===== config.mk =====
export PLATFORM = sky130hd
export DESIGN_NAME = booth_mult_top
export DESIGN_NICKNAME = d
export VERILOG_FILES = /design/src/source/booth_pkg.sv /design/src/source/booth_if.sv /design/src/source/booth_recoder.sv /design/src/source/pp_gen.sv /design/src/source/csa_tree.sv /design/src/source/prefix_adder.sv /design/src/source/booth_mult_top.sv
export SDC_FILE = /design/constraint.sdc
export NUM_CORES = 1
export LEC_CHECK = 0
export ABC_AREA = 1
export BUFFER_PORTS_ARGS = -buffer_cell sky130_fd_sc_hd__clkbuf_2
export CORE_MARGIN = 3
export CORE_UTILIZATION = 55
export DETAILED_ROUTE_END_ITERATION = 16
export HOLD_SLACK_MARGIN = 0.15
export PLACE_DENSITY = 0.8
export SETUP_SLACK_MARGIN = 0.1
export SYNTH_ARGS = -nofsm -noshare
export SYNTH_HDL_FRONTEND = slang
export SYNTH_SLANG_ARGS = --single-unit

===== constraint.sdc =====
create_clock -name CLK -period 9.6 [get_ports CLK]
set_input_delay 1.92 -clock CLK [delete_from_list [all_inputs] [get_ports CLK]]
set_output_delay 1.92 -clock CLK [all_outputs]
set_load 0.01 [all_outputs]

===== src/source/booth_pkg.sv =====
package booth_pkg;

   // Each radix-8 digit retires three multiplier bits and overlaps the
   // previous group by one bit
   localparam int DIGIT_BITS = 3;

   // Bit positions inside one digit's select word
   localparam int SEL_SINGLE = 0;
   localparam int SEL_DOUBLE = 1;
   localparam int SEL_TRIPLE = 2;
   localparam int SEL_QUAD   = 3;
   localparam int SEL_NEG    = 4;

   // One recoded digit as magnitude one-hot plus sign
   // At most one of single, double, triple and quad is set
   // A digit of zero has no magnitude bit and may still carry neg
   typedef logic [4:0] booth_sel_t;

endpackage


===== src/source/booth_if.sv =====
// Stage 1 register outputs travelling from the recoder to the
// partial product generator
interface booth_if #(
   parameter int WIDTH  = 16,
   parameter int GROUPS = 6
);

   // One select word per Booth digit, digit 0 is the least significant
   booth_pkg::booth_sel_t [GROUPS-1:0] sel;

   // Multiplicand and its precomputed triple
   logic [WIDTH-1:0] mcand;
   logic [WIDTH+1:0] mcand3;

   // High for one cycle when the fields above hold a new operand pair
   logic valid;

   modport producer (
      output sel,
      output mcand,
      output mcand3,
      output valid
   );

   modport consumer (
      input sel,
      input mcand,
      input mcand3,
      input valid
   );

endinterface


===== src/source/booth_recoder.sv =====
module booth_recoder import booth_pkg::*; #(
   parameter int WIDTH  = 16,
   parameter int GROUPS = 6
) (
   input  logic             CLK,
   input  logic             rst_n,
   input  logic             in_valid,
   input  logic [WIDTH-1:0] multiplier,
   input  logic [WIDTH-1:0] multiplicand,
   booth_if.producer        bus
);

   // Multiplier with the implicit zero below bit 0 and zero fill above the MSB
   localparam int EXT_W = DIGIT_BITS * GROUPS + 1;

   typedef logic [WIDTH+1:0] triple_t;

   logic [EXT_W-1:0]          ext;
   booth_sel_t [GROUPS-1:0]   sel_d;
   triple_t                   triple_d;

   // Window bits are {b3, b2, b1, b0}, digit value is -4*b3 + 2*b2 + b1 + b0
   function automatic booth_sel_t encode(input logic [DIGIT_BITS:0] win);
      booth_sel_t s;
      logic       w0;
      logic       w1;
      logic       w2;
      w0 = win[0] ^ win[1];
      w1 = win[1] ^ win[2];
      w2 = win[2] ^ win[3];
      s = '0;
      s[SEL_NEG]    = win[3];
      s[SEL_SINGLE] = w0 & ~w2;
      s[SEL_DOUBLE] = w1 & ~w0;
      s[SEL_TRIPLE] = w2 & w0;
      s[SEL_QUAD]   = w2 & ~w0 & ~w1;
      return s;
   endfunction

   // The top window always sees a zero sign bit, so an unsigned
   // multiplier never ends on a negative digit
   assign ext = {{(EXT_W-WIDTH-1){1'b0}}, multiplier, 1'b0};

   for (genvar g = 0; g < GROUPS; g++) begin : g_digit
      assign sel_d[g] = encode(ext[DIGIT_BITS*g +: DIGIT_BITS+1]);
   end

   // 3M is the only hard multiple, M and 2M and 4M are plain shifts
   assign triple_d = {2'b00, multiplicand} + {1'b0, multiplicand, 1'b0};

   always_ff @(posedge CLK or negedge rst_n) begin
      if (!rst_n) begin
         bus.valid <= 1'b0;
      end else begin
         bus.valid <= in_valid;
      end
   end

   always_ff @(posedge CLK) begin
      if (in_valid) begin
         bus.sel    <= sel_d;
         bus.mcand  <= multiplicand;
         bus.mcand3 <= triple_d;
      end
   end

endmodule


===== src/source/pp_gen.sv =====
module pp_gen import booth_pkg::*; #(
   parameter int WIDTH  = 16,
   parameter int GROUPS = 6,
   parameter int ROWS   = 7
) (
   booth_if.consumer                    bus,
   output logic [ROWS-1:0][2*WIDTH-1:0] rows,
   output logic                         row_valid
);

   // Magnitude field of one partial product, wide enough for 4M
   localparam int PP_W = WIDTH + 2;

   typedef logic [2*WIDTH-1:0] row_t;
   typedef logic [PP_W-1:0]    pp_t;

   // Each row is treated as signed with its sign at bit PP_W. Storing the
   // inverted sign there adds 2^PP_W per row, which this constant takes back
   function automatic row_t sext_corr();
      row_t acc;
      row_t one;
      acc = '0;
      one = row_t'(1);
      for (int g = 0; g < GROUPS; g++) begin
         acc = acc + (one << (PP_W + DIGIT_BITS * g));
      end
      return ~acc + one;
   endfunction

   localparam row_t SEXT_CORR = sext_corr();

   pp_t  m1;
   pp_t  m2;
   pp_t  m4;
   row_t neg_row;

   assign m1 = {2'b00, bus.mcand};
   assign m2 = {1'b0, bus.mcand, 1'b0};
   assign m4 = {bus.mcand, 2'b00};

   for (genvar g = 0; g < GROUPS; g++) begin : g_row
      booth_sel_t s;
      pp_t        pick;
      pp_t        pp;

      assign s = bus.sel[g];

      // No select bit set gives zero
      assign pick = ({PP_W{s[SEL_SINGLE]}} & m1)
                  | ({PP_W{s[SEL_DOUBLE]}} & m2)
                  | ({PP_W{s[SEL_TRIPLE]}} & bus.mcand3)
                  | ({PP_W{s[SEL_QUAD]}}   & m4);

      // One's complement here, the +1 arrives through the correction row
      assign pp = pick ^ {PP_W{s[SEL_NEG]}};

      // Bits pushed past the product width drop out modulo 2^(2*WIDTH)
      assign rows[g] = row_t'({~s[SEL_NEG], pp}) << (DIGIT_BITS * g);
   end

   // The neg bits sit at most at bit WIDTH, below the lowest constant bit,
   // so they can simply be merged into the constant
   always_comb begin
      neg_row = '0;
      for (int g = 0; g < GROUPS; g++) begin
         neg_row[DIGIT_BITS*g] = bus.sel[g][SEL_NEG];
      end
   end

   assign rows[ROWS-1] = SEXT_CORR | neg_row;

   assign row_valid = bus.valid;

endmodule


===== src/source/csa_tree.sv =====
module csa_tree #(
   parameter int WIDTH = 16,
   parameter int ROWS  = 7
) (
   input  logic [ROWS-1:0][2*WIDTH-1:0] rows,
   input  logic                         row_valid,
   output logic [2*WIDTH-1:0]           sum,
   output logic [2*WIDTH-1:0]           carry,
   output logic                         red_valid
);

   typedef logic [2*WIDTH-1:0] row_t;

   // Rows left after a number of layers, each full triple becomes two rows
   function automatic int rows_after(input int layers);
      int n;
      n = ROWS;
      for (int l = 0; l < layers; l++) begin
         n = 2 * (n / 3) + n % 3;
      end
      return n;
   endfunction

   function automatic int layer_count();
      int n;
      int l;
      n = ROWS;
      l = 0;
      while (n > 2) begin
         n = 2 * (n / 3) + n % 3;
         l++;
      end
      return l;
   endfunction

   localparam int LAYERS = layer_count();

   // Entry [l][r] is row r entering layer l, slots past the live count are zero
   row_t lvl [LAYERS+1][ROWS];

   for (genvar r = 0; r < ROWS; r++) begin : g_in
      assign lvl[0][r] = rows[r];
   end

   for (genvar l = 0; l < LAYERS; l++) begin : g_layer
      localparam int N_IN  = rows_after(l);
      localparam int N_FA  = N_IN / 3;
      localparam int N_OUT = rows_after(l + 1);

      for (genvar g = 0; g < N_FA; g++) begin : g_fa
         row_t a;
         row_t b;
         row_t c;
         row_t maj;

         assign a   = lvl[l][3*g];
         assign b   = lvl[l][3*g+1];
         assign c   = lvl[l][3*g+2];
         assign maj = (a & b) | (a & c) | (b & c);

         // The carry out of the top column is beyond the product and is dropped
         assign lvl[l+1][2*g]   = a ^ b ^ c;
         assign lvl[l+1][2*g+1] = {maj[2*WIDTH-2:0], 1'b0};
      end

      // One or two rows that do not fill a compressor move on unchanged
      for (genvar r = 0; r < N_IN - 3 * N_FA; r++) begin : g_pass
         assign lvl[l+1][2*N_FA+r] = lvl[l][3*N_FA+r];
      end

      for (genvar r = N_OUT; r < ROWS; r++) begin : g_idle
         assign lvl[l+1][r] = '0;
      end
   end

   assign sum       = lvl[LAYERS][0];
   assign carry     = lvl[LAYERS][1];
   assign red_valid = row_valid;

endmodule


===== src/source/prefix_adder.sv =====
module prefix_adder #(
   parameter int WIDTH = 16
) (
   input  logic               CLK,
   input  logic               rst_n,
   input  logic [2*WIDTH-1:0] sum,
   input  logic [2*WIDTH-1:0] carry,
   input  logic               red_valid,
   output logic [2*WIDTH-1:0] product,
   output logic               out_valid
);

   localparam int N      = 2 * WIDTH;
   localparam int LEVELS = $clog2(N);

   typedef logic [N-1:0] dword_t;

   dword_t gen;
   dword_t prop;
   dword_t grp_gen;
   dword_t grp_prop;
   dword_t total;

   assign gen  = sum & carry;
   assign prop = sum ^ carry;

   // Kogge-Stone style tree. At level lv every bit merges with the group
   // ending 2^lv bits below it, so after LEVELS steps grp_gen[i] is the
   // carry out of bits [i:0]
   always_comb begin
      grp_gen  = gen;
      grp_prop = prop;
      for (int lv = 0; lv < LEVELS; lv++) begin
         // High half generates, or high half propagates a low half generate
         grp_gen  = grp_gen | (grp_prop & (grp_gen << (1 << lv)));
         grp_prop = grp_prop & (grp_prop << (1 << lv));
      end
   end

   // Carry into bit i is the group generate of bits [i-1:0], bit 0 has none
   assign total = prop ^ {grp_gen[N-2:0], 1'b0};

   always_ff @(posedge CLK or negedge rst_n) begin
      if (!rst_n) begin
         out_valid <= 1'b0;
      end else begin
         out_valid <= red_valid;
      end
   end

   // Product holds between results
   always_ff @(posedge CLK) begin
      if (red_valid) begin
         product <= total;
      end
   end

endmodule


===== src/source/booth_mult_top.sv =====
module booth_mult_top import booth_pkg::*; #(
   parameter int WIDTH = 16
) (
   input  logic               CLK,
   input  logic               rst_n,
   input  logic               in_valid,
   input  logic [WIDTH-1:0]   multiplier,
   input  logic [WIDTH-1:0]   multiplicand,
   output logic               out_valid,
   output logic [2*WIDTH-1:0] product
);

   // Digits needed to cover the multiplier plus one zero bit on top
   localparam int GROUPS = (WIDTH + DIGIT_BITS) / DIGIT_BITS;
   // One row per digit and the correction row
   localparam int ROWS   = GROUPS + 1;

   logic [ROWS-1:0][2*WIDTH-1:0] rows;
   logic                         row_valid;
   logic [2*WIDTH-1:0]           sum;
   logic [2*WIDTH-1:0]           carry;
   logic                         red_valid;

   booth_if #(.WIDTH(WIDTH), .GROUPS(GROUPS)) stage1_bus ();

   booth_recoder #(.WIDTH(WIDTH), .GROUPS(GROUPS)) u_booth_recoder (
      .CLK          (CLK),
      .rst_n        (rst_n),
      .in_valid     (in_valid),
      .multiplier   (multiplier),
      .multiplicand (multiplicand),
      .bus          (stage1_bus.producer)
   );

   pp_gen #(.WIDTH(WIDTH), .GROUPS(GROUPS), .ROWS(ROWS)) u_pp_gen (
      .bus       (stage1_bus.consumer),
      .rows      (rows),
      .row_valid (row_valid)
   );

   csa_tree #(.WIDTH(WIDTH), .ROWS(ROWS)) u_csa_tree (
      .rows      (rows),
      .row_valid (row_valid),
      .sum       (sum),
      .carry     (carry),
      .red_valid (red_valid)
   );

   prefix_adder #(.WIDTH(WIDTH)) u_prefix_adder (
      .CLK       (CLK),
      .rst_n     (rst_n),
      .sum       (sum),
      .carry     (carry),
      .red_valid (red_valid),
      .product   (product),
      .out_valid (out_valid)
   );

endmodule


# ---- After elaboration in Yosys (flattened, before gate mapping)
# Cells that the tools add are included.
dict set report totals {
  ff_bits 95
  inputBits 35
  out_inout_bits 33
  wordCells 169
}
dict set report classes {
  n_addsub 1
  n_bitwise 157
}
# operator n
set ops {}
lappend ops {{bitwise AND 31 bit} 18}
lappend ops {{bitwise OR 31 bit} 14}
lappend ops {{bitwise OR 18 bit} 15}
lappend ops {{bitwise XOR 32 bit} 8}
lappend ops {{bitwise AND 18 bit} 10}
lappend ops {{bitwise AND 18 x 16 -> 18 bit} 5}
lappend ops {{bitwise AND 18 x 17 -> 18 bit} 5}
lappend ops {{bitwise XOR 18 bit} 5}
lappend ops {{bitwise AND 28 x 31 -> 31 bit} 2}
lappend ops {{bitwise AND 31 x 30 -> 31 bit} 2}
lappend ops {{bitwise XOR 31 x 32 -> 32 bit} 1}
lappend ops {{bitwise OR 31 x 25 -> 31 bit} 1}
lappend ops {{bitwise XOR 28 x 31 -> 31 bit} 1}
lappend ops {{bitwise AND 1 bit} 26}
lappend ops {{bitwise AND 19 x 25 -> 25 bit} 1}
lappend ops {{bitwise AND 22 x 25 -> 25 bit} 1}
lappend ops {{bitwise XOR 22 x 25 -> 25 bit} 1}
lappend ops {{bitwise AND 19 x 22 -> 22 bit} 1}
lappend ops {{bitwise XOR 19 x 22 -> 22 bit} 1}
lappend ops {{inverter 1 bit} 21}
lappend ops {{adder 16 x 17 -> 18 bit} 1}
lappend ops {{bitwise AND 17 x 16 -> 17 bit} 1}
lappend ops {{bitwise AND 17 bit} 1}
lappend ops {{bitwise OR 17 bit} 1}
lappend ops {{bitwise XOR 1 bit} 15}

# ---- Depth between registers and ports, before layout
dict set report depth {
  ltp_word 29
  depth_mapped 26
  mapped_depth_nobuf 25
}

# ---- Cells and area by module
# Synthesis repeated with hierarchy kept, for this count alone.
dict set report hier_totals {
  cells_unflattened 2401
  hier_area_um2 16176.8
}
# mod n_inst cells_each area_each_um2 seq_area_each_um2
set by_module_without_submodules {}
lappend by_module_without_submodules {pp_gen 1 1186 5714.2 0.0}
lappend by_module_without_submodules {csa_tree 1 389 3980.1 0.0}
lappend by_module_without_submodules {prefix_adder 1 524 3364.5 985.9}
lappend by_module_without_submodules {booth_recoder 1 302 3118.0 1826.8}

# ---- Least setup slack after synthesis
# Ideal clock, no wire load.
dict set report synth_path {
  path_type {register to register}
  start {register u_booth_recoder.bus.mcand[8]}
  end {register u_prefix_adder.product[30] (data pin)}
  setup_time_ps 252
  t_arrival_ps 4229
  t_required_ps 9348
  slack_ps 5119
  stages_incl_launch_ff 22
  n_path_buf 1
  synth_period_minus_slack_ps 4481
  cell_sequence {edfxtp_1 inv_1 buf_2 o22ai_1 a221oi_1 xor2_1 fa_1 fa_1 inv_1 fa_1 inv_1 ha_1 inv_1 ha_1 nand2_1 o21a_1 a21boi_0 nor2_1 nor2_1 nand2_1 nand2_1 nand2_1}
}
dict set report synth_between {
  elab_chain_cells 28
  word_cells_on_any_way 90
  cone_classes {bitwise (90)}
}
# item line
set synth_rtl {}
lappend synth_rtl {{from (decl)} booth_if.sv:20} ;# output mcand,
lappend synth_rtl {{from (signal assigned)} booth_recoder.sv:62} ;# bus.mcand <= multiplicand;
lappend synth_rtl {{bitwise AND 18 x 16 -> 18 bit} pp_gen.sv:49} ;# assign pick = ({PP_W{s[SEL_SINGLE]}} & m1)
lappend synth_rtl {{bitwise OR 18 bit} pp_gen.sv:50} ;# | ({PP_W{s[SEL_DOUBLE]}} & m2)
lappend synth_rtl {{bitwise OR 18 bit} pp_gen.sv:51} ;# | ({PP_W{s[SEL_TRIPLE]}} & bus.mcand3)
lappend synth_rtl {{bitwise OR 18 bit} pp_gen.sv:52} ;# | ({PP_W{s[SEL_QUAD]}} & m4);
lappend synth_rtl {{bitwise XOR 18 bit} pp_gen.sv:55} ;# assign pp = pick ^ {PP_W{s[SEL_NEG]}};
lappend synth_rtl {{bitwise AND 19 x 22 -> 22 bit} csa_tree.sv:59} ;# assign maj = (a & b) | (a & c) | (b & c);
lappend synth_rtl {{bitwise OR 31 bit} csa_tree.sv:59}
lappend synth_rtl {{bitwise OR 31 x 25 -> 31 bit} csa_tree.sv:59}
lappend synth_rtl {{[... 13 more ...]} -}
lappend synth_rtl {{bitwise OR 31 bit} prefix_adder.sv:35} ;# grp_gen = grp_gen | (grp_prop & (grp_gen << (1 << lv)));
lappend synth_rtl {{bitwise AND 31 bit} prefix_adder.sv:35}
lappend synth_rtl {{bitwise OR 31 bit} prefix_adder.sv:35}
lappend synth_rtl {{bitwise AND 31 bit} prefix_adder.sv:35}
lappend synth_rtl {{bitwise OR 31 bit} prefix_adder.sv:35}
lappend synth_rtl {{bitwise OR 31 bit *} prefix_adder.sv:35}
lappend synth_rtl {{bitwise XOR 32 bit *} prefix_adder.sv:41} ;# assign total = prop ^ {grp_gen[N-2:0], 1'b0};
lappend synth_rtl {{via u_prefix_adder.total[30]} prefix_adder.sv:22} ;# dword_t total;
lappend synth_rtl {{to (signal assigned)} prefix_adder.sv:54} ;# product <= total;
lappend synth_rtl {{to (decl)} prefix_adder.sv:9} ;# output logic [2*WIDTH-1:0] product,
# The timed path passes the listed nets; every way through them passes the cells marked *.
# A chain may end at the register's enable or synchronous reset.

# ---- Worst setup path in the final report
dict set report layout_path {
  start {register u_booth_recoder.bus.sel[21]}
  end {register u_prefix_adder.product[30] (data pin)}
}
dict set report layout_between {
  elab_chain_cells 27
  word_cells_on_any_way 47
  cone_classes {bitwise (47)}
}
# item line
set layout_rtl {}
lappend layout_rtl {{from (decl)} booth_if.sv:19} ;# output sel,
lappend layout_rtl {{from (signal assigned)} booth_recoder.sv:61} ;# bus.sel <= sel_d;
lappend layout_rtl {{bitwise AND 18 x 17 -> 18 bit *} pp_gen.sv:50}
lappend layout_rtl {{bitwise OR 18 bit *} pp_gen.sv:50}
lappend layout_rtl {{bitwise OR 18 bit *} pp_gen.sv:51}
lappend layout_rtl {{bitwise OR 18 bit *} pp_gen.sv:52}
lappend layout_rtl {{bitwise XOR 18 bit *} pp_gen.sv:55}
lappend layout_rtl {{bitwise XOR 28 x 31 -> 31 bit} csa_tree.sv:62} ;# assign lvl[l+1][2*g] = a ^ b ^ c;
lappend layout_rtl {{bitwise XOR 31 x 32 -> 32 bit} csa_tree.sv:62}
lappend layout_rtl {{bitwise AND 31 bit} csa_tree.sv:59}
lappend layout_rtl {{[... 11 more ...]} -}
lappend layout_rtl {{bitwise AND 31 bit} prefix_adder.sv:35}
lappend layout_rtl {{bitwise OR 31 bit} prefix_adder.sv:35}
lappend layout_rtl {{bitwise AND 31 bit} prefix_adder.sv:35}
lappend layout_rtl {{bitwise OR 31 bit} prefix_adder.sv:35}
lappend layout_rtl {{bitwise AND 31 bit} prefix_adder.sv:35}
lappend layout_rtl {{bitwise OR 31 bit (2 in a row)} prefix_adder.sv:35}
lappend layout_rtl {{bitwise XOR 32 bit *} prefix_adder.sv:41}
lappend layout_rtl {{via u_prefix_adder.total[30]} prefix_adder.sv:22}
# Marked as above.

==> reports/qor.csv <==
metric;value;unit
clk slew on worst S/H paths;80;ps
mean area per synthesized cell;8.86;um2
max_cap viols;0;
Post-synth EDFFs;92;
final hold violation count;0;
hold buffers post-CTS;0;
Multi-input gate area;6460;um2
Top FF cell, synth;edfxtp_1;
final setup TNS;0;ps
Sequential Area;2810;um2
Crit Path Category;flip-flop to flip-flop;
type of the most critical hold path;flip-flop to flip-flop;
antenna violations before repair;0;
Worst Tran Pin Value;1020;ps
I/O pins;68;
commonest cells after routing, fill and taps aside;inv_1, nand2_1, xor2_1;
startpoint types;flip-flop;
final hold slack;384;ps
CTS buffer count;9;
final WL;27300;um
ant diodes;0;
drt via density;6.09;
DRC errors left;0;
CTS root buffer;clkbuf_16;
# nets final;1384;
Post-Syn Area;10300;um2
All-Layer GR Usage;27.1;%
CTS Sinks;94;
number of global-route vias before repair;8417;
Synthesis Warnings;0;
post-CTS setup buffers;0;
R2R depth;18;
Yosys cell types;41;
via count;8667;
R2R Setup Slk;4140;ps
# rows;49;
final setup violation count;0;
drt first pass iters;6;
clock buffer depth;2;
Async S/R FF share, synth;2.13;%
global-route wire length before repair;43600;um
ratio of cells with drive above 1 in the final layout;9.04;%
Die H;143;um
placed cell count;1408;
clk_lat worst skew;360;ps
Max Freq;183;MHz
Area Overhead vs Synth;6.78;%
reg-to-reg endpoint;u_prefix_adder.product[30];
Seq cells post-synth;94;
Hold EP;u_prefix_adder.out_valid;
crit end category;flip-flop;
Layout fillers;1615;
Layout Cells excl Fill;1424;
status;finished clean;
final period utilization;56.9;%
wire length per cell;19.2;um
Cells on Worst Hold Path;0;
H-tree level count;3;
largest net degree at the start of global routing;62;
Gate Count Post-Synth;1163;
post-CTS sizing;0;
RR Startpoint;u_booth_recoder.bus.sel[21];
Fin Clk Skew;15.5;ps
unrepaired setup endpoints after global routing;false;
# port buffers;67;
Worst Setup SP;u_booth_recoder.bus.sel[21];
commonest non-fill, non-tap cell in the layout;inv_1;
global route overflow;0;
minimum clock period;5460;ps
CP Data Arrival Time;5590;ps
Critical Path Fanout Max;16;
full die area;20400;um2
ANT nets after route;0;
HP Start;u_booth_recoder.bus.valid;
Final HPWL DP;21600;um
Finished Core Util;60.5;%
Rel. slew slack;32.1;%
CP required;9730;ps
max-slew violations;0;
post-synthesis sequential area ratio;27.3;%
core area;18200;um2
starting density of the core;56.6;%
Die W;143;um
syn_nets;1357;
Final GP Congestion;1.02;
initial DRC count;1104;
CTS tree;built;
[state kept, by name (all words and copies together) (netlist names)]
| signal | count |
|---|---|
| u_prefix_adder.product | 32 |
| u_booth_recoder.bus.sel | 27 |
| u_booth_recoder.bus.mcand3 | 17 |
| u_booth_recoder.bus.mcand | 16 |
| u_booth_recoder.bus.valid | 1 |
| u_prefix_adder.out_valid | 1 |
[worst max path at each step]
| stage | slack [ps] | endpoint | cells past startpoint |
|---|---|---|---|
| 2_1_floorplan | 5120 | u_prefix_adder.product[30] | 21 |
| 3_5_place_dp | 4290 | u_prefix_adder.product[30] | 18 |
| 5_1_grt | 3920 | u_prefix_adder.product[30] | 18 |
| 4_1_cts | 4270 | u_prefix_adder.product[30] | 18 |
| 6_report | 4140 | u_prefix_adder.product[30] | 18 |
| 3_3_place_gp | 4310 | u_prefix_adder.product[30] | 18 |
[synth_stat cells (3+ instances only)]
| library cell | instances | share of area (%) |
|---|---|---|
| inv_1 | 205 | 7.5 |
| nand2_1 | 131 | 4.8 |
| xor2_1 | 112 | 9.5 |
| ha_1 | 102 | 12 |
| edfxtp_1 | 92 | 27 |
| o22ai_1 | 84 | 5.1 |
| a221oi_1 | 69 | 5.9 |
| nor2_1 | 62 | 2.3 |
| fa_1 | 57 | 11 |
| a21oi_1 | 44 | 2.1 |
| buf_2 | 34 | 1.7 |
| o21ai_0 | 30 | 1.5 |
| xnor2_1 | 26 | 2.2 |
| nand3_1 | 24 | 1.2 |
| clkbuf_1 | 16 | 0.58 |
| o221ai_1 | 10 | 0.85 |
| nor3_1 | 9 | 0.44 |
| nand2_2 | 8 | 0.49 |
| a21o_1 | 6 | 0.44 |
| nand3_2 | 4 | 0.39 |
| nand4_1 | 4 | 0.24 |
| o21ai_2 | 4 | 0.34 |
| inv_2 | 3 | 0.11 |
| o21a_1 | 3 | 0.22 |
[through the flow]
step           setup WS, ps  instance area, um2
2_1_floorplan          5120               10300
3_3_place_gp           4310               10700
3_5_place_dp           4290               10700
4_1_cts                4270               11000
5_1_grt                3920               11000
6_report               4140               11000
[cell type report]
cell class,count,area share (%)
Tap cell,229,2.60
Inverter,209,7.13
Multi-Input combinational cell,807,58.7
Timing Repair Buffer,69,3.18
Clock inverter,7,0.784
Clock buffer,9,2.05
Sequential cell,94,25.5
[critical path: stages, from the launching register on]
cell and delay (ps):
edfxtp_1 380, inv_1 500, o22ai_1 170, a221oi_1 480, xor2_1 260, fa_1 490, fa_1 550, inv_1 50
fa_1 440, ha_1 290, ha_1 350, a21oi_1 260, o21ai_0 200, a21boi_0 440, nor2_1 80, nor2_1 130
nand2_1 70, nand2_1 50, nand2_1 40
[cell families (layout without fill, tap and decap cells)]
kind of cell | count (synthesis) | count (layout) | share of synthesized area [%]
buf+inv | 262 | 294 | 10.0
compound gates | 260 | 260 | 17.2
simple gates | 250 | 250 | 10.4
fa+ha+maj | 159 | 159 | 23.4
xor+xnor | 138 | 138 | 11.7
flops | 94 | 94 | 27.3
[routing by layer]
layer	global-route usage, %	wire [um]
met5	0	0
met4	10.1	1060
met3	4.89	2400
met2	45.9	12700
met1	34.6	11200
Power is not shown: default switching activity piles up to over one toggle a cycle in this logic, so the estimate is an artifact.
